==> config.mk <==
export PLATFORM = sky130hd
export DESIGN_NAME = bp_frontend
export DESIGN_NICKNAME = d
export VERILOG_FILES = /design/src/bp_types_pkg.sv /design/src/bp_frontend.sv /design/src/branch_predictor.sv /design/src/bp_resolve_merge.sv /design/src/bp_predecode.sv
export VERILOG_INCLUDE_DIRS = /design/src
export SDC_FILE = /design/constraint.sdc
export NUM_CORES = 1
export LEC_CHECK = 0
export ABC_AREA = 1
export BUFFER_PORTS_ARGS = -buffer_cell sky130_fd_sc_hd__buf_2
export CORE_MARGIN = 2
export CORE_UTILIZATION = 50
export DETAILED_ROUTE_END_ITERATION = 8
export GPL_ROUTABILITY_DRIVEN = 0
export GPL_TIMING_DRIVEN = 0
export PLACE_DENSITY_LB_ADDON = 0.1
export SETUP_SLACK_MARGIN = 0.02
export SLEW_MARGIN = 10
export SYNTH_ARGS = -nofsm -noshare
export SYNTH_HDL_FRONTEND = slang
export SYNTH_SLANG_ARGS = --single-unit
==> constraint.sdc <==
create_clock -name clk -period 6.9 [get_ports clk]
set_input_delay 0.345 -clock clk [delete_from_list [all_inputs] [get_ports clk]]
set_output_delay 0.345 -clock clk [all_outputs]
set_load 0.02 [all_outputs]
==> src/bp_config.svh <==
`ifndef BP_CONFIG_SVH
`define BP_CONFIG_SVH

// counter table depth, one 2-bit counter per entry
`define BP_ENTRIES 64

// lowest pc bit used for the table index
// word aligned fetch, so bits [1:0] carry nothing
`define BP_IDX_LSB 2

// index width follows from the table depth
`define BP_IDX_W $clog2(`BP_ENTRIES)

// commit lanes coming back from the rob each cycle
`define BP_LANES 2

// weakly taken after reset
`define BP_CTR_RESET 2'b10

`endif
==> src/bp_types_pkg.sv <==
`include "bp_config.svh"

package bp_types_pkg;

	// table index into the counter array
	typedef logic [`BP_IDX_W-1:0] bp_idx_t;

	// 2-bit saturating counter
	// 00 strong not taken, 01 weak not taken, 10 weak taken, 11 strong taken
	typedef logic [1:0] ctr_t;

	// rv32i opcodes the predecoder cares about
	typedef enum logic [6:0] {
		op_br   = 7'b1100011,
		op_jal  = 7'b1101111,
		op_jalr = 7'b1100111
	} rv_opcode_t;

	// raw fetch from the icache side
	typedef struct packed {
		logic        valid;
		logic [31:0] pc;
		logic [31:0] instr;
	} fetch_t;

	// predecoded fetch
	// branch_pc is pc plus the sign-extended immediate
	typedef struct packed {
		logic        valid;
		logic [31:0] pc;
		logic        is_br_instr;
		logic        is_jal;
		logic [31:0] branch_pc;
	} pci_t;

	// prediction handed to the pc mux
	typedef struct packed {
		logic        valid;
		logic [31:0] pc;
		logic        br_taken;
		logic [31:0] br_addr;
	} pred_t;

	// one committed branch from the rob
	typedef struct packed {
		logic        valid;
		logic [31:0] pc;
		logic        taken;
	} resolve_t;

	// merged counter update, steps is 1 or 2
	// second_taken only meaningful when steps is 2
	typedef struct packed {
		logic        valid;
		bp_idx_t     idx;
		logic [1:0]  steps;
		logic        first_taken;
		logic        second_taken;
	} ctr_upd_t;

endpackage : bp_types_pkg

==> src/bp_frontend.sv <==
`timescale 1ns/1ns

`include "bp_config.svh"

module bp_frontend
	import bp_types_pkg::*;
(
	input  logic                     clk,
	input  logic                     rst,
	// fetched word and its pc
	input  fetch_t                   fetch,
	// committed branches, lane 0 older
	input  resolve_t [`BP_LANES-1:0] resolve,
	// prediction, two cycles after fetch
	output pred_t                    pred
);

	// predecode to predictor
	pci_t                     pc_info;
	// merged counter updates
	ctr_upd_t [`BP_LANES-1:0] upd;

	// stage 1, opcode class and target
	bp_predecode u_predecode (
		.clk     (clk),
		.rst     (rst),
		.fetch   (fetch),
		.pc_info (pc_info)
	);

	// resolve path
	// lanes registered here, counters move one edge later
	bp_resolve_merge u_merge (
		.clk     (clk),
		.rst     (rst),
		.resolve (resolve),
		.upd     (upd)
	);

	// stage 2, table lookup and counter update
	branch_predictor u_predictor (
		.clk     (clk),
		.rst     (rst),
		.pc_info (pc_info),
		.upd     (upd),
		.pred    (pred)
	);

endmodule : bp_frontend

==> src/branch_predictor.sv <==
`timescale 1ns/1ns

`include "bp_config.svh"

module branch_predictor
	import bp_types_pkg::*;
(
	input  logic                     clk,
	input  logic                     rst,
	input  pci_t                     pc_info,
	input  ctr_upd_t [`BP_LANES-1:0] upd,
	output pred_t                    pred
);

	// counter table
	ctr_t    ctrs [`BP_ENTRIES];

	// lookup side
	bp_idx_t lk_idx;
	ctr_t    lk_ctr;
	pred_t   pred_nxt;

	// update side, new value per lane
	ctr_t    upd_val [`BP_LANES];

	// one saturating step
	function automatic ctr_t sat_step(input ctr_t c, input logic taken);
		ctr_t r;
		r = c;
		if (taken && (c != 2'b11)) begin
			r = c + 2'b01;
		end else if (!taken && (c != 2'b00)) begin
			r = c - 2'b01;
		end
		return r;
	endfunction

	// lookup reads the table as it stands before this edge's writes
	assign lk_idx = pc_info.pc[`BP_IDX_LSB +: `BP_IDX_W];
	assign lk_ctr = ctrs[lk_idx];

	always_comb begin
		pred_nxt.valid    = pc_info.valid;
		pred_nxt.pc       = pc_info.pc;
		pred_nxt.br_taken = 1'b0;
		// conditional branch follows the counter msb
		if (pc_info.is_br_instr) begin
			pred_nxt.br_taken = lk_ctr[1];
		end
		// jal never consults the table
		if (pc_info.is_jal) begin
			pred_nxt.br_taken = 1'b1;
		end
		// fall through unless predicted taken
		if (pred_nxt.br_taken) begin
			pred_nxt.br_addr = pc_info.branch_pc;
		end else begin
			pred_nxt.br_addr = pc_info.pc + 32'd4;
		end
	end

	// output stage
	always_ff @(posedge clk) begin
		if (rst) begin
			pred.valid <= 1'b0;
		end else begin
			pred <= pred_nxt;
		end
	end

	// next counter value per lane
	// merge guarantees distinct indices across valid lanes
	always_comb begin
		for (int i = 0; i < `BP_LANES; i++) begin
			upd_val[i] = sat_step(ctrs[upd[i].idx], upd[i].first_taken);
			// second outcome goes on top of the first
			if (upd[i].steps == 2'd2) begin
				upd_val[i] = sat_step(upd_val[i], upd[i].second_taken);
			end
		end
	end

	// table write
	// every entry starts weakly taken
	always_ff @(posedge clk) begin
		if (rst) begin
			for (int e = 0; e < `BP_ENTRIES; e++) begin
				ctrs[e] <= `BP_CTR_RESET;
			end
		end else begin
			for (int i = 0; i < `BP_LANES; i++) begin
				if (upd[i].valid) begin
					ctrs[upd[i].idx] <= upd_val[i];
				end
			end
		end
	end

endmodule : branch_predictor

==> src/bp_resolve_merge.sv <==
`timescale 1ns/1ns

`include "bp_config.svh"

module bp_resolve_merge
	import bp_types_pkg::*;
(
	input  logic                            clk,
	input  logic                            rst,
	input  resolve_t [`BP_LANES-1:0]        resolve,
	output ctr_upd_t [`BP_LANES-1:0]        upd
);

	// per lane table index
	bp_idx_t                  lane_idx [`BP_LANES];
	// both lanes land on one counter this cycle
	logic                     same_idx;
	ctr_upd_t [`BP_LANES-1:0] upd_nxt;

	// index taken from the committed pc
	always_comb begin
		for (int i = 0; i < `BP_LANES; i++) begin
			lane_idx[i] = resolve[i].pc[`BP_IDX_LSB +: `BP_IDX_W];
		end
	end

	// collision check between lane 0 and lane 1
	assign same_idx = resolve[0].valid && resolve[1].valid &&
		(lane_idx[0] == lane_idx[1]);

	always_comb begin
		// by default every valid lane is a single step
		for (int i = 0; i < `BP_LANES; i++) begin
			upd_nxt[i].valid        = resolve[i].valid;
			upd_nxt[i].idx          = lane_idx[i];
			upd_nxt[i].steps        = 2'd1;
			upd_nxt[i].first_taken  = resolve[i].taken;
			upd_nxt[i].second_taken = 1'b0;
		end
		// same counter from both lanes
		// fold into lane 0 in commit order since lane 0 is older
		// saturation means up then down is not the same as a zero net step
		if (same_idx) begin
			upd_nxt[0].steps        = 2'd2;
			upd_nxt[0].second_taken = resolve[1].taken;
			// lane 1 already folded into lane 0
			upd_nxt[1].valid        = 1'b0;
		end
	end

	// register the merged updates
	// only the strobes clear on reset
	always_ff @(posedge clk) begin
		if (rst) begin
			for (int i = 0; i < `BP_LANES; i++) begin
				upd[i].valid <= 1'b0;
			end
		end else begin
			upd <= upd_nxt;
		end
	end

endmodule : bp_resolve_merge

==> src/bp_predecode.sv <==
`timescale 1ns/1ns

`include "bp_config.svh"

module bp_predecode
	import bp_types_pkg::*;
(
	input  logic   clk,
	input  logic   rst,
	input  fetch_t fetch,
	output pci_t   pc_info
);

	// scattered immediates, both already sign extended
	logic [31:0] imm_b;
	logic [31:0] imm_j;
	logic        is_br;
	logic        is_jal;
	logic [31:0] target;
	pci_t        pc_info_nxt;

	// b-type: imm[12|10:5] in [31:25], imm[4:1|11] in [11:7]
	assign imm_b = {{20{fetch.instr[31]}}, fetch.instr[7], fetch.instr[30:25],
		fetch.instr[11:8], 1'b0};

	// j-type: imm[20|10:1|11|19:12] in [31:12]
	assign imm_j = {{12{fetch.instr[31]}}, fetch.instr[19:12], fetch.instr[20],
		fetch.instr[30:21], 1'b0};

	// opcode classification
	always_comb begin
		is_br  = 1'b0;
		is_jal = 1'b0;
		case (fetch.instr[6:0])
			op_br: begin
				is_br = 1'b1;
			end
			op_jal: begin
				is_jal = 1'b1;
			end
			op_jalr: begin
				// target comes from a register, not known at fetch
				// so jalr falls through as a plain instruction
				is_br  = 1'b0;
				is_jal = 1'b0;
			end
			default: begin
				is_br  = 1'b0;
				is_jal = 1'b0;
			end
		endcase
	end

	// pc relative target
	// jal uses the j immediate, everything else the b immediate
	assign target = fetch.pc + (is_jal ? imm_j : imm_b);

	always_comb begin
		pc_info_nxt.valid       = fetch.valid;
		pc_info_nxt.pc          = fetch.pc;
		pc_info_nxt.is_br_instr = is_br;
		pc_info_nxt.is_jal      = is_jal;
		pc_info_nxt.branch_pc   = target;
	end

	// stage register, one cycle
	// only the strobe is cleared on reset
	always_ff @(posedge clk) begin
		if (rst) begin
			pc_info.valid <= 1'b0;
		end else begin
			pc_info <= pc_info_nxt;
		end
	end

endmodule : bp_predecode

* Word-level counts from Yosys, hierarchy flattened
Memories as Yosys holds them, arrays and structs flattened. A register that Yosys moved wholly into a read port is not among the register bits. Cells that the tools add are included.
Word-level totals: register bits 152, bits in latches 0, memory bits (writable) 128, ROM bits 0, input bits 135, output and inout bits 66, logic and storage cells 81, memories kept 1
Cells by class: add/sub/neg operators 8, multiply operators 0, div/mod/pow operators 0, $lt $le $gt $ge 0, equality and inequality tests 7, shift-type cells 0, mux-type cells 31, bitwise operators 0, reductions and logical operators 17
Memory list:
- u_predictor.ctrs | words 64, width 2, read ports 3, clocked after memory_dff 3, wr ports 64, line branch_predictor.sv:16 | ctr_t ctrs [`BP_ENTRIES];
Operators by type and width (count):
- 32-bit by 3-bit adder with 32-bit output (second input constant) | 1
- 32-bit adder | 1
- 32-bit two-way mux | 1
- 6-bit two-way mux | 5
- 2-bit two-way mux | 10
- 20-bit two-way mux | 1
- 7-bit == test (second input constant) | 2
- 1-bit two-way mux | 14
- 1-bit logical AND | 8
- 2-bit by 1-bit adder with 2-bit output (second input constant) | 3
- 6-bit == test | 1
- 2-bit != test (second input constant) | 3
- 2-bit nonzero test | 3
- 2-bit OR reduction | 3
- 2-bit by 1-bit subtractor with 2-bit output (second input constant) | 3
- 1-bit zero test | 3
- 2-bit == test (second input constant) | 1

* Depth between registers and ports, before layout
Gate-level depths: netlist (run 1).
depth in word-level cells 10, mapped depth 27, mapped depth without buffers 24

* Hierarchy
Synthesis (run 1) repeated with hierarchy kept, for this count alone.
Unflattened totals: cell total of the unflattened synthesis 2925, area, all modules 20096.8 um^2
By module, submodules not included:
- branch_predictor | instances 1, cells an instance 2259, area an instance 14806.7 um^2, seq. area each 5815.6 um^2
- bp_predecode | instances 1, cells an instance 590, area an instance 4501.8 um^2, seq. area each 1971.9 um^2
- bp_resolve_merge | instances 1, cells an instance 76, area an instance 788.3 um^2, seq. area each 550.5 um^2

* Worst setup path before layout (run 1)
OpenSTA, ideal clock, no wires.
path type in2reg, start point in rst, end point mem u_predictor.ctrs[54][0] (netlist bit), enable pin, arrival 5.379 ns, required time 6.384 ns, setup slack 1.004 ns, stages 4, path buffers 2, path through clkbuf_1 -> inv_2 -> clkbuf_1 -> o211ai_1
RTL lines:
- start, declared | line bp_frontend.sv:9 | input logic rst,
- end, declared | line branch_predictor.sv:16

==> results by group, run 1 <==
Timing
  • Final hold slack: around 0.04 ns
  • RSZ-0062 raised after global routing: false
  • Tcrit/Tclk final: 80.6%
  • Worst slew margin: roughly 12%
  • Max Slew Vio Count: 0
  • Fin Clk Skew: 0.0199 ns
  • Max Fclk: roughly 180 MHz
  • Setup violators final: 0
  • Final min period: 5.56 ns
  • Worst-Margin Slew: 1.31 ns
  • Final hold violations: 0

Routing
  • Drt first pass iters: 9
  • Total wire length: between 70 and 80 mm
  • Post-DRT Antenna Nets: 0
  • DRT iter0 DRCs: approximately 2.7k
  • Vias per std cell: 5.99
  • Avg WL per Cell: 22.3 um
  • Drc violations: 1
  • Total number of vias: 19.8k

Worst setup path
  • Crit path DAT: 5.89 ns
  • Startpoint Class: flop
  • Worst reg-to-reg setup slack: between 1 and 1.5 ns
  • Data required, critical path: ~7.2 ns
  • Crit path capture type: flop
  • R2R depth: 21
  • WS Path Type: flop to flop
  • FF-to-FF End: u_predictor.ctrs[43][1]
  • Crit Path Max Fanout: 10

Power and ir drop
  • Pwr dens: between 200 and 250 nW/um2
  • LEAKAGE: 9.85 nW
  • Worst VDD drop: 195 uV
  • Pwr Total: ~5.5 mW

Global routing
  • Gr ovfl total: 0
  • Largest net degree at the start of global routing: 50
  • Global Route Usage Sum: a little over a third
  • Antenna violations before repair: 0
  • Number of global-route vias before repair: 18.8k
  • First-pass GRT wire length: 110 mm

Clock tree
  • Number of clock sinks: 297
  • CTS H-tree depth: 1
  • Cts repair resizes: 0
  • CTS tree: built
  • Clock latency on the worst-skew pair: 0.59 ns
  • TritonCTS Buffers: 31
  • Max clock buf depth: 3
  • CTS root buffer: clkbuf_16
  • Worst-path clk slew: 0.07 ns

Final layout
  • Most common cell after layout, fill and taps aside: nand2_1
  • # nets final: around 2.9k
  • Layout cells sized above 1: 14.3%
  • # diodes: 0
  • Layout Cell Area excl Fill: approximately 23000 um2
  • Filler instances: 3548
  • Area taken by multi-input logic gates: 9370 um2
  • FF+latch area: 8700 um2
  • Area Overhead vs Synth: 16.4%
  • Highest-count cells in the layout ignoring fill and taps: nand2_1 (775), nand3_1 (353), nor2_1 (314)
  • Cell Count, Final, Fillers Out: 3302

Run
  • Maxcap violations: 0

Worst hold path
  • Hold path depth: 1
  • Hold_sp: resolve[42]
  • HP Class: input pin to flop
  • Hold worst-path end: u_merge.upd[20]

Floorplan
  • Initial Util: 50.6%
  • CORE AREA: about 39000 um2
  • FP Rows: 72
  • I/O Pins: 201
  • Chip width: 202 um
  • Die ar.: 40600 um2
  • Die H: 202 um

Logic synthesis
  • Yosys top cell area share: 42.3%
  • Post-Syn Area: 19500 um2
  • Avg Inst Size Synth: 7.74 um2
  • Seq/Total Area, Yosys: 44.6%
  • Ys async rst share: 0%
  • Post-synth EDFFs: 275
  • Dominant cells by area after synthesis: edfxtp_1 (42%), nand2_1 (15%), nand3_1 (9.1%), nor2_1 (6.0%), inv_1 (3.5%)
  • Synth area leader: edfxtp_1
  • Yosys cell types: 47
  • Synth Instances: 2522
  • Yosys warnings: 0
  • #FFs+latches synth: 297
  • Top FF cell, synth: edfxtp_1
  • Synthesized Nets: 2695

Run status
  • Run status: finished, violations left
  • Failing checks: design-rule violations

Place
  • HPWL Detailed: 55.1 mm
  • Placed insts: 3197
  • Cell Area, Placed: between 20000 and 25000 um2
  • Number of port buffers: 147
==> through the flow <==
stage	worst slack (ns)	setup TNS, ns	util [%]
5_1_grt	1.25	0	58.9
3_5_place_dp	1.52	0	54.7
3_3_place_gp	-1.23	-75.36	54.2
4_1_cts	1.52	0	58.9
2_1_floorplan	1.00	0	-
6_report	1.34	0	58.9
==> worst max-delay path, cell delays in order, from the launching register on <==
cell and delay, ns:
dfxtp_1 0.30, buf_2 0.21, inv_1 0.33, buf_4 0.29, nand3_1 0.10, nand2_1 0.10, nand2_1 0.06, nand3_1 0.08
nand3_1 0.26, nand2_2 0.22, inv_1 0.06, ha_1 0.19, nor2_1 0.18, nor2_1 0.11, nand3b_2 0.28, nand2_4 0.13
ha_1 0.24, o211ai_1 1.04, clkbuf_1 0.79, nand3_2 0.13, nand2_1 0.09, inv_1 0.08
==> power breakdown <==
group	total [mW]	internal (mW)	leakage [nW]	switching (mW)
Combinational	1.43	0.424	6.57	1.01
Clock	1.84	1.09	0.524	0.751
Sequential	2.22	2.12	2.76	0.101
==> layer usage <==
metal	wire length [um]	share of wire (%)	vias up	global-route usage (%)
li1	-	-	8920	-
met3	8690	12	336	7.08
met2	33100	45	1417	57.4
met1	26400	36	9091	43.3
met4	5340	7.3	0	23.4
met5	0	0	-	0
==> timing repair <==
action / 4_1_cts / 5_1_grt
buffers inserted: 0 / 0
hold endpoints to repair: 51 / 0
hold buffers: 48 / 0
==> final cells by class <==
cell class	instances	share of cell area, %
Clock buffer	33	3.45
Clock inverter	24	1.42
Tap cell	518	2.85
Timing Repair Buffer	205	5.98
Buffer	124	3.50
Sequential cell	297	38.3
Inverter	193	3.21
Multi-Input combinational cell	1908	41.3
==> worst max-delay path by stage <==
stage,startpoint,end,cells after the start
6_report,flop,u_predictor.ctrs[43][1],21
5_1_grt,flop,u_predictor.ctrs[43][1],22
4_1_cts,flop,u_predictor.ctrs[43][1],21
3_5_place_dp,flop,u_predictor.ctrs[43][1],21
3_3_place_gp,rst,u_predictor.ctrs[62][1],4
2_1_floorplan,rst,u_predictor.ctrs[54][0],4
==> flip-flops by register name, indices dropped and copies added, names as in the netlist, named ones only <==
| register | flops |
|---|---|
| u_predecode.pc_info | 66 |
| u_predictor.pred | 66 |
| u_merge.upd | 19 |
| u_predictor.ctrs | 128 |
==> cells in the mapped netlist (3+ instances only) <==
master / number
nor2_1: 314
buf_2: 47
o221ai_1: 11
buf_4: 14
buf_6: 27
o21ai_1: 11
dfxtp_1: 22
nand3_1: 353
xor2_1: 39
o211ai_1: 12
nand2_4: 5
inv_2: 4
nand2_1: 775
nand2_2: 5
nor4_1: 8
nand3_2: 62
ha_1: 37
clkbuf_1: 29
o22ai_1: 20
nor4_2: 5
nand4_1: 11
a21oi_1: 54
o21ai_0: 109
xnor2_1: 20
nor3_1: 33
clkinv_1: 3
edfxtp_1: 275
buf_1: 6
inv_1: 184
nand3b_1: 3
==> kinds of logic (layout without fill, tap and decap cells) <==
logic type	after synthesis	in the layout	synth area share, %
and+or+nand+nor	1582	1582	36.0
buffers and inverters	317	579	7.79
DFF	297	297	44.6
AOI/OAI and AO/OA	229	229	6.55
xor gates and xnor gates	59	59	2.65
adders and majority gates	38	38	2.47
Note: power is estimated with default switching activity, not from simulation.
==> run 2, diff against run 1 <==
--- a/config.mk
+++ b/config.mk
@@ -6,7 +6,7 @@
 export SDC_FILE = /design/constraint.sdc
 export NUM_CORES = 1
 export LEC_CHECK = 0
-export ABC_AREA = 1
+export ABC_AREA = 0
 export BUFFER_PORTS_ARGS = -buffer_cell sky130_fd_sc_hd__buf_2
 export CORE_MARGIN = 2
 export CORE_UTILIZATION = 50
==> constraint.sdc (replaced) <==
create_clock -name clk -period 5.2 [get_ports clk]
set_input_delay 0.26 -clock clk [delete_from_list [all_inputs] [get_ports clk]]
set_output_delay 0.26 -clock clk [all_outputs]
set_load 0.02 [all_outputs]
==> run 2 against run 1 <==
The flow now finishes without violations. Synthesized area down 9.5%. Wire length down 23%. Sequential cell count unchanged. Final area down 7.9%. Global-route usage down 5.2 points. Critical path type unchanged. Critical endpoint is now u_predictor.ctrs[17][1]. Largest cell class is now sequential cells. Largest power group unchanged.
==> results by group, run 2 <==
Logic synthesis
  • Seq/Total Area, Yosys: 49.2% (+4.7 points)
  • #FFs+latches synth: 297 (unchanged)
  • Simple-gate share of the synthesized area: 14.5% (-21 points)
  • Post-synthesis mux area share: 13.8% (+14 points)
  • Dominant cells by area after synthesis: edfxtp_1 (47%), mux4_2 (9.3%), nand2_1 (3.0%), nor2_1 (2.9%), ha_1 (2.6%)
  • Synth area leader: edfxtp_1
  • Top-count cell post-synth: edfxtp_1
  • Yosys cell types: 69 (+47%)
  • Post-Syn Area: 17700 um2 (-9.5%)
  • Post-synth EDFFs: 275 (unchanged)
  • Synthesized Nets: 1686 (-37%)
  • Largest family of logic cells by synthesized area: simple AND/OR/NAND/NOR gates
  • Ys async rst share: 0% (unchanged)
  • Top FF cell, synth: edfxtp_1
  • XOR/XNOR Fraction of Synth Area: 3.20% (+0.55 points)
  • Avg Inst Size Synth: 11.7 um2 (+51%)
  • Yosys top cell area share: 46.7% (+4.4 points)
  • Yosys warnings: 0 (unchanged)
  • Commonest cells post-synth: edfxtp_1 (275), nand2_1 (142), nor2_1 (136), a21oi_1 (92), mux4_2 (73)
  • Adder-Cell Fraction of Synth Area: 2.73% (+0.26 points)
  • Synth Instances: 1513 (-40%)
  • Compound-cell area share of the yosys netlist: 13.3% (+6.7 points)

Final layout
  • Biggest regs: u_predictor.ctrs x128, u_predecode.pc_info x66, u_predictor.pred x66
  • Area Overhead vs Synth: 18.5%
  • Largest reg by FF count: u_predictor.ctrs
  • FF+latch area: 8700 um2 (about the same)
  • Area taken by multi-input logic gates: 8500 um2 (-9.3%)
  • # diodes: 0 (unchanged)
  • # nets final: 1926 (-34%)
  • Highest-count cells in the layout ignoring fill and taps: edfxtp_1 (275), buf_2 (163), nand2_1 (142)
  • Layout cells sized above 1: 23.8% (+9.5 points)
  • Most common cell after layout, fill and taps aside: edfxtp_1
  • Layout Cell Area excl Fill: 20900 um2 (-7.9%)
  • Max reg flops: 128 (unchanged)
  • Filler instances: 2816 (-21%)

Worst hold path
  • Hold_sp: resolve[40]
  • HP Class: input pin to flop
  • Hold worst-path end: u_merge.upd[18]
  • Hold path depth: 1 (unchanged)

Routing
  • Vias per std cell: 6.39 (+6.8%)
  • Post-DRT Antenna Nets: 0 (unchanged)
  • Drc violations: 0 (-1)
  • Avg WL per Cell: 25.2 um (+13%)
  • DRT iter0 DRCs: 1935 (-28%)
  • Met3 wire len: 6.45 mm (-26%)
  • M1 wire length: 21.8 mm (-18%)
  • Met2 WL: 25.2 mm (-24%)
  • Total wire length: 56.3 mm (-23%)
  • Max layer used: met4
  • Total number of vias: 14.3k (-28%)
  • Drt first pass iters: 8 (-1)

Clock tree
  • Worst-path clk slew: 0.06 ns (about the same)
  • Number of clock sinks: 297 (unchanged)
  • CTS tree: built
  • Clock latency on the worst-skew pair: 0.53 ns (-0.06 ns)
  • CTS H-tree depth: 2 (+1)
  • TritonCTS Buffers: 35 (+13%)
  • Max clock buf depth: 3 (unchanged)
  • CTS root buffer: clkbuf_16

Place
  • Setup WS pre-CTS: -0.667 ns (-2.19 ns)
  • Cell Area, Placed: 19000 um2 (-9.9%)
  • HPWL Detailed: 42.6 mm (-23%)
  • Number of port buffers: 147 (unchanged)

Floorplan
  • I/O Pins: 201 (unchanged)
  • Chip width: 192 um (-4.8%)
  • Die H: 192 um (-4.8%)
  • FP Rows: 68 (-5.6%)
  • Die ar.: 36800 um2 (-9.3%)
  • Initial Util: 51.0% (+0.40 points)
  • CORE AREA: 34600 um2 (-10%)

Timing
  • Final hold violations: 0 (unchanged)
  • Worst setup margin: 0.128 ns (-1.21 ns)
  • Setup violators final: 0 (unchanged)
  • Final min period: 5.07 ns (-0.487 ns)
  • Worst-Margin Slew: 1.01 ns (-0.299 ns)
  • Final hold slack: 0.00394 ns (-0.0367 ns)
  • Max Slew Vio Count: 0 (unchanged)
  • Max Fclk: 197 MHz (+9.6%)
  • RSZ-0062 raised after global routing: true
  • Worst slew margin: 32.2% (+20 points)
  • Fin Clk Skew: 0.0168 ns (-0.00306 ns)
  • Tcrit/Tclk final: 97.5% (+17 points)

Worst setup path
  • Crit path DAT: 5.34 ns (-0.55 ns)
  • Crit Path Max Fanout: 8 (-2)
  • FF-to-FF End: u_predictor.ctrs[17][1]
  • Data required, critical path: 5.47 ns (-1.76 ns)
  • WS Path Type: flop to flop
  • Startpoint Class: flop
  • Worst reg-to-reg setup slack: 0.13 ns (-1.21 ns)
  • R2R depth: 23 (+9.5%)
  • Crit path capture type: flop

Power and ir drop
  • Logic pwr share: 21.0% (-5.1 points)
  • Internal power: 4.77 mW (+31%)
  • Pwr dens: 323 nW/um2 (+34%)
  • Sequential power share: 42.9% (+2.5 points)
  • Clock power share: 36.0% (+2.5 points)
  • LEAKAGE: 7.00 nW (-29%)
  • Sw frac: 29.4% (-4.5 points)
  • Switching power: 1.98 mW (+6.7%)
  • Worst VDD drop: 206 uV (+5.5%)

Global routing
  • First-pass GRT wire length: 82.1 mm (-25%)
  • Antenna violations before repair: 0 (unchanged)
  • Gr ovfl total: 0 (unchanged)
  • Largest net degree at the start of global routing: 106 (+110%)
  • Number of global-route vias before repair: 13.7k (-27%)
  • Global Route Usage Sum: 30.3% (-5.2 points)

Run status
  • Run status: completed

Run
  • Maxcap violations: 0 (unchanged)
-- run 2: area by class of cell --
type	instances	area share (%)
tap	455	2.72
inverter	26	0.466
sequential	297	41.6
buffer	107	2.78
multi-input combinational	1081	40.6
clock inverter	12	0.664
timing repair buffer	205	6.48
clock buffer	51	4.68
-- run 2: power by group through the flow --
| stage | sequential [mW] | combinational [mW] | clock [mW] |
|---|---|---|---|
| after global placement | 2.94 | 1.28 | 0 |
| after detailed placement | 2.94 | 1.30 | 0 |
| final | 2.90 | 1.42 | 2.44 |
| after floorplan | 2.97 | 0.816 | 0 |
| after global routing | 2.91 | 1.51 | 2.55 |
| after CTS | 2.89 | 1.36 | 2.45 |
-- run 2: metrics by stage --
| step | util, % | std cells | power [mW] | setup TNS (ns) |
|---|---|---|---|---|
| CTS | 59.9 | 2231 | 6.71 | 0 |
| detailed placement | 54.9 | 2117 | 4.24 | -50.15 |
| global route | 60.4 | 2234 | 6.97 | -0.259 |
| global placement | 54.8 | 2115 | 4.22 | -32.45 |
| floorplan | - | 1513 | 3.79 | 0 |
| finish | 60.4 | 2234 | 6.76 | 0 |
-- run 2: worst max-delay path by stage --
stage	startpoint	endpoint	slack [ns]	depth (start not counted)
final	flop	u_predictor.ctrs[17][1]	0.13	23
after global placement	flop	u_predictor.ctrs[32][1]	-0.50	23
after global routing	flop	u_predictor.ctrs[5][0]	-0.04	17
after floorplan	flop	u_predictor.ctrs[63][1]	0.51	23
after detailed placement	flop	u_predictor.ctrs[32][1]	-0.67	23
after CTS	flop	u_predictor.ctrs[9][0]	0.02	19
-- run 2: metal layers --
layer,up-vias,global-route usage (%)
met3,200,7.11
met4,0,13.6
li1,6396,-
met1,6811,40.6
met2,868,47.1
met5,-,0
-- run 2: worst max-delay path, stage by stage (launching register included) --
cell       delay [ns]
dfxtp_4          0.40
buf_12           0.16
buf_12           0.13
buf_12           0.10
nand2_1          0.12
a211oi_1         0.37
a2111oi_0        0.15
or4_4            0.49
mux2i_4          0.20
buf_4            0.15
ha_1             0.20
mux2i_4          0.10
nor2_1           0.10
nand4_1          0.15
nand3_2          0.12
inv_1            0.05
ha_1             0.20
a211oi_2         0.29
nand2b_1         0.14
and3b_1          0.18
buf_4            0.18
nor3_4           0.51
nor3b_1          0.25
a21oi_1          0.06
-- run 2: logic make-up after synthesis --
| logic type | after synthesis |
|---|---|
| buffers and inverters | 135 |
| XOR/XNOR | 63 |
| adder cells (fa/ha/maj) | 38 |
| multiplexers | 146 |
| flip-flops | 297 |
| AO/OA/AOI/OAI | 343 |
| AND/OR/NAND/NOR | 491 |
-- run 2: repair_timing --
action | 4_1_cts | 5_1_grt
gates resized for setup | 25 | 35
pin swaps | 0 | 3
setup endpoints to repair | 128 | 114
hold buffers | 47 | 0
hold endpoints to repair | 47 | 0
gates cloned | 0 | 2
setup buffers | 4 | 3
==> run 3, diff against run 2 <==
--- a/config.mk
+++ b/config.mk
@@ -14,6 +14,7 @@
 export GPL_ROUTABILITY_DRIVEN = 0
 export GPL_TIMING_DRIVEN = 0
 export PLACE_DENSITY_LB_ADDON = 0.1
+export REMOVE_ABC_BUFFERS = 1
 export SETUP_SLACK_MARGIN = 0.02
 export SLEW_MARGIN = 10
 export SYNTH_ARGS = -nofsm -noshare
==> run 3 against run 2 <==
Register-to-register slack worse by 0.03 ns. Clock-buffer cell count fell by 5. Global-route usage is 2.0 points lower. Sequential share of layout area rose by 0.42 points. Combinational power decreased by 4%. Wire length decreased by 7.9%. Sequential power increased by 2%. Maximum frequency fell by 0.64%. Non-clock buffer count is 85 lower. Critical endpoint is now u_predictor.ctrs[47][0]. Highest routed layer unchanged.
==> results by group, run 3 (synthesized netlist as in run 2, its figures left out) <==
Routing
  • Total wire length: 51.9 mm (-7.9%)
  • Avg WL per Cell: 24.2 um (-4.2%)
  • Total number of vias: 14.0k (-2.2%)
  • Drt first pass iters: 6 (-2)
  • Met3 wire len: 5.34 mm (-17%)
  • Max layer used: met4
  • M1 wire length: 21.1 mm (-3.0%)
  • DRT iter0 DRCs: 1402 (-28%)
  • Post-DRT Antenna Nets: 0 (unchanged)
  • Vias per std cell: 6.50 (+1.7%)
  • Met2 WL: 23.4 mm (-7.0%)
  • Drc violations: 0 (unchanged)

Final layout
  • Filler instances: 2754 (-2.2%)
  • # nets final: 1841 (-4.4%)
  • Biggest regs: u_predictor.ctrs x128, u_predecode.pc_info x66, u_predictor.pred x66
  • Most common cell after layout, fill and taps aside: edfxtp_1
  • Cell Count, Final, Fillers Out: 2148 (-3.8%)
  • Highest-count cells in the layout ignoring fill and taps: edfxtp_1 (275), buf_2 (149), nand2_1 (142)
  • Largest reg by FF count: u_predictor.ctrs
  • Area Overhead vs Synth: 17.4%
  • Layout cells sized above 1: 25.1% (+1.3 points)
  • # diodes: 0 (unchanged)
  • Layout Cell Area excl Fill: 20700 um2 (-0.91%)
  • Max reg flops: 128 (unchanged)

Power and ir drop
  • Worst VDD drop: 248 uV (+20%)
  • Pwr dens: 324 nW/um2 (+0.37%)
  • Pwr Total: 6.72 mW (-0.54%)
  • LEAKAGE: 6.88 nW (-1.7%)

Worst setup path
  • CP cell instances: buf_12, buf_4, mux4_2, a22oi_1, nand4_1, mux2i_4, buf_4, ha_1, nor2_1, a22oi_2, nand3_1, ha_1, nor2b_1, a211oi_2, buf_4, xnor3_2, nand2b_1, o31ai_1
  • Worst reg-to-reg setup slack: 0.1 ns (-0.03 ns)
  • R2R depth: 18 (-22%)
  • FF-to-FF End: u_predictor.ctrs[47][0]
  • Worst stage delay on the critical path: 0.50 ns (about the same)
  • Crit path top cell by count: buf_4
  • Slowest CP cell: mux4_2
  • Crit path capture type: flop
  • Startpoint Class: flop
  • WS Path Type: flop to flop
  • Crit Path Max Fanout: 8 (unchanged)
  • Data required, critical path: 5.45 ns (-0.02 ns)
  • Crit path DAT: 5.36 ns (+0.02 ns)

Timing
  • Setup violators final: 0 (unchanged)
  • Max Slew Vio Count: 0 (unchanged)
  • Worst-Margin Slew: 1.13 ns (+0.113 ns)
  • Final min period: 5.10 ns (+0.0327 ns)
  • Final hold violations: 0 (unchanged)
  • Worst setup margin: 0.0953 ns (-0.0327 ns)
  • Tcrit/Tclk final: 98.2% (+0.63 points)
  • Fin Clk Skew: 0.0175 ns (+0.000706 ns)
  • Max Fclk: 196 MHz (-0.64%)
  • Worst slew margin: 24.7% (-7.5 points)

Clock tree
  • CTS H-tree depth: 2 (unchanged)
  • Number of clock sinks: 297 (unchanged)
  • Max clock buf depth: 3 (unchanged)
  • CTS tree: built
  • Clock latency on the worst-skew pair: 0.53 ns (about the same)
  • Worst-path clk slew: 0.06 ns (about the same)
  • CTS root buffer: clkbuf_16
  • TritonCTS Buffers: 35 (unchanged)

Floorplan
  • CORE AREA: 34600 um2 (unchanged)
  • Initial Util: 51.0% (unchanged)
  • Die ar.: 36800 um2 (unchanged)
  • I/O Pins: 201 (unchanged)
  • FP Rows: 68 (unchanged)
  • Chip width: 192 um (unchanged)
  • Die H: 192 um (unchanged)

Run status
  • Run status: completed

Place
  • Placed insts: 2021 (-4.5%)
  • Cell Area, Placed: 18800 um2 (-1.4%)
  • Setup WS pre-CTS: -0.914 ns (-0.248 ns)
  • Number of port buffers: 148 (+0.68%)
  • HPWL Detailed: 36.1 mm (-15%)

Worst hold path
  • Hold worst-path end: u_predecode.pc_info[33]
  • Hold path depth: 2 (+1)
  • HP Class: input pin to flop
  • Hold_sp: fetch[3]

Global routing
  • First-pass GRT wire length: 77.4 mm (-5.7%)
  • Gr ovfl total: 0 (unchanged)
  • Global Route Usage Sum: 28.3% (-2.0 points)
  • Number of global-route vias before repair: 13.3k (-2.5%)
  • Antenna violations before repair: 0 (unchanged)
  • Largest net degree at the start of global routing: 126 (+19%)

Run
  • Maxcap violations: 0 (unchanged)
## run 3: final cells by class
class                           instances  area (um2)  share of cell area (%)
Multi-Input combinational cell       1081        8610                    41.5
Tap cell                              455         569                    2.75
Sequential cell                       297        8710                    42.0
Inverter                               26         105                   0.507
Clock inverter                         16         133                   0.640
Timing Repair Buffer                  227        1630                    7.86
Clock buffer                           46         980                    4.73
## run 3: repair_timing
item                                   in CTS  in global routing
hold buffers                               49                  0
setup endpoints to repair                 128                114
endpoints found under the hold margin      51                  0
gates resized for setup                    24                 19
pin swaps                                   3                  7
buffers inserted                           12                  4
## run 3: metal layers
metal / vias to the layer above / GRT usage (%)
met5: - / 0
met4: 0 / 11.2
met1: 6742 / 39.7
met3: 139 / 5.19
li1: 6225 / -
met2: 855 / 43.7
## run 3: how the worst max path moves through the flow
stage	slack, ns	to	from	cells after the start
2_1_floorplan	-0.85	u_predictor.ctrs[0][0]	flop	9
3_3_place_gp	-5.18	u_predictor.ctrs[0][0]	flop	10
3_5_place_dp	-0.91	u_predictor.ctrs[17][1]	flop	20
4_1_cts	0.02	u_predictor.ctrs[34][1]	flop	21
5_1_grt	-0.02	u_predictor.ctrs[31][0]	flop	20
6_report	0.1	u_predictor.ctrs[47][0]	flop	18
## run 3: where the power goes
| part | switching, mW | internal (mW) |
|---|---|---|
| Clock | 0.971 | 1.43 |
| Combinational | 0.832 | 0.527 |
| Sequential | 0.161 | 2.80 |
## run 3: worst max-delay path: cells and delay by family (launching register included)
family	cells	cell delay, ns
fa+ha+maj	2	0.41
simple gates	5	1.18
mux	2	0.77
buf+inv	4	0.56
flops	1	0.43
compound gates	4	1.07
xor+xnor	1	0.39
## run 3: metrics by stage
step | setup TNS (ns) | hold slack, ns | utilization [%]
final | 0 | 0.0747 | 59.9
after global routing | -0.112 | 0.0647 | 59.9
after floorplan | -62.27 | 0.332 | -
after detailed placement | -87.00 | 0.439 | 54.2
after global placement | -1036.69 | 0.424 | 53.4
after CTS | 0 | 0.0510 | 59.5
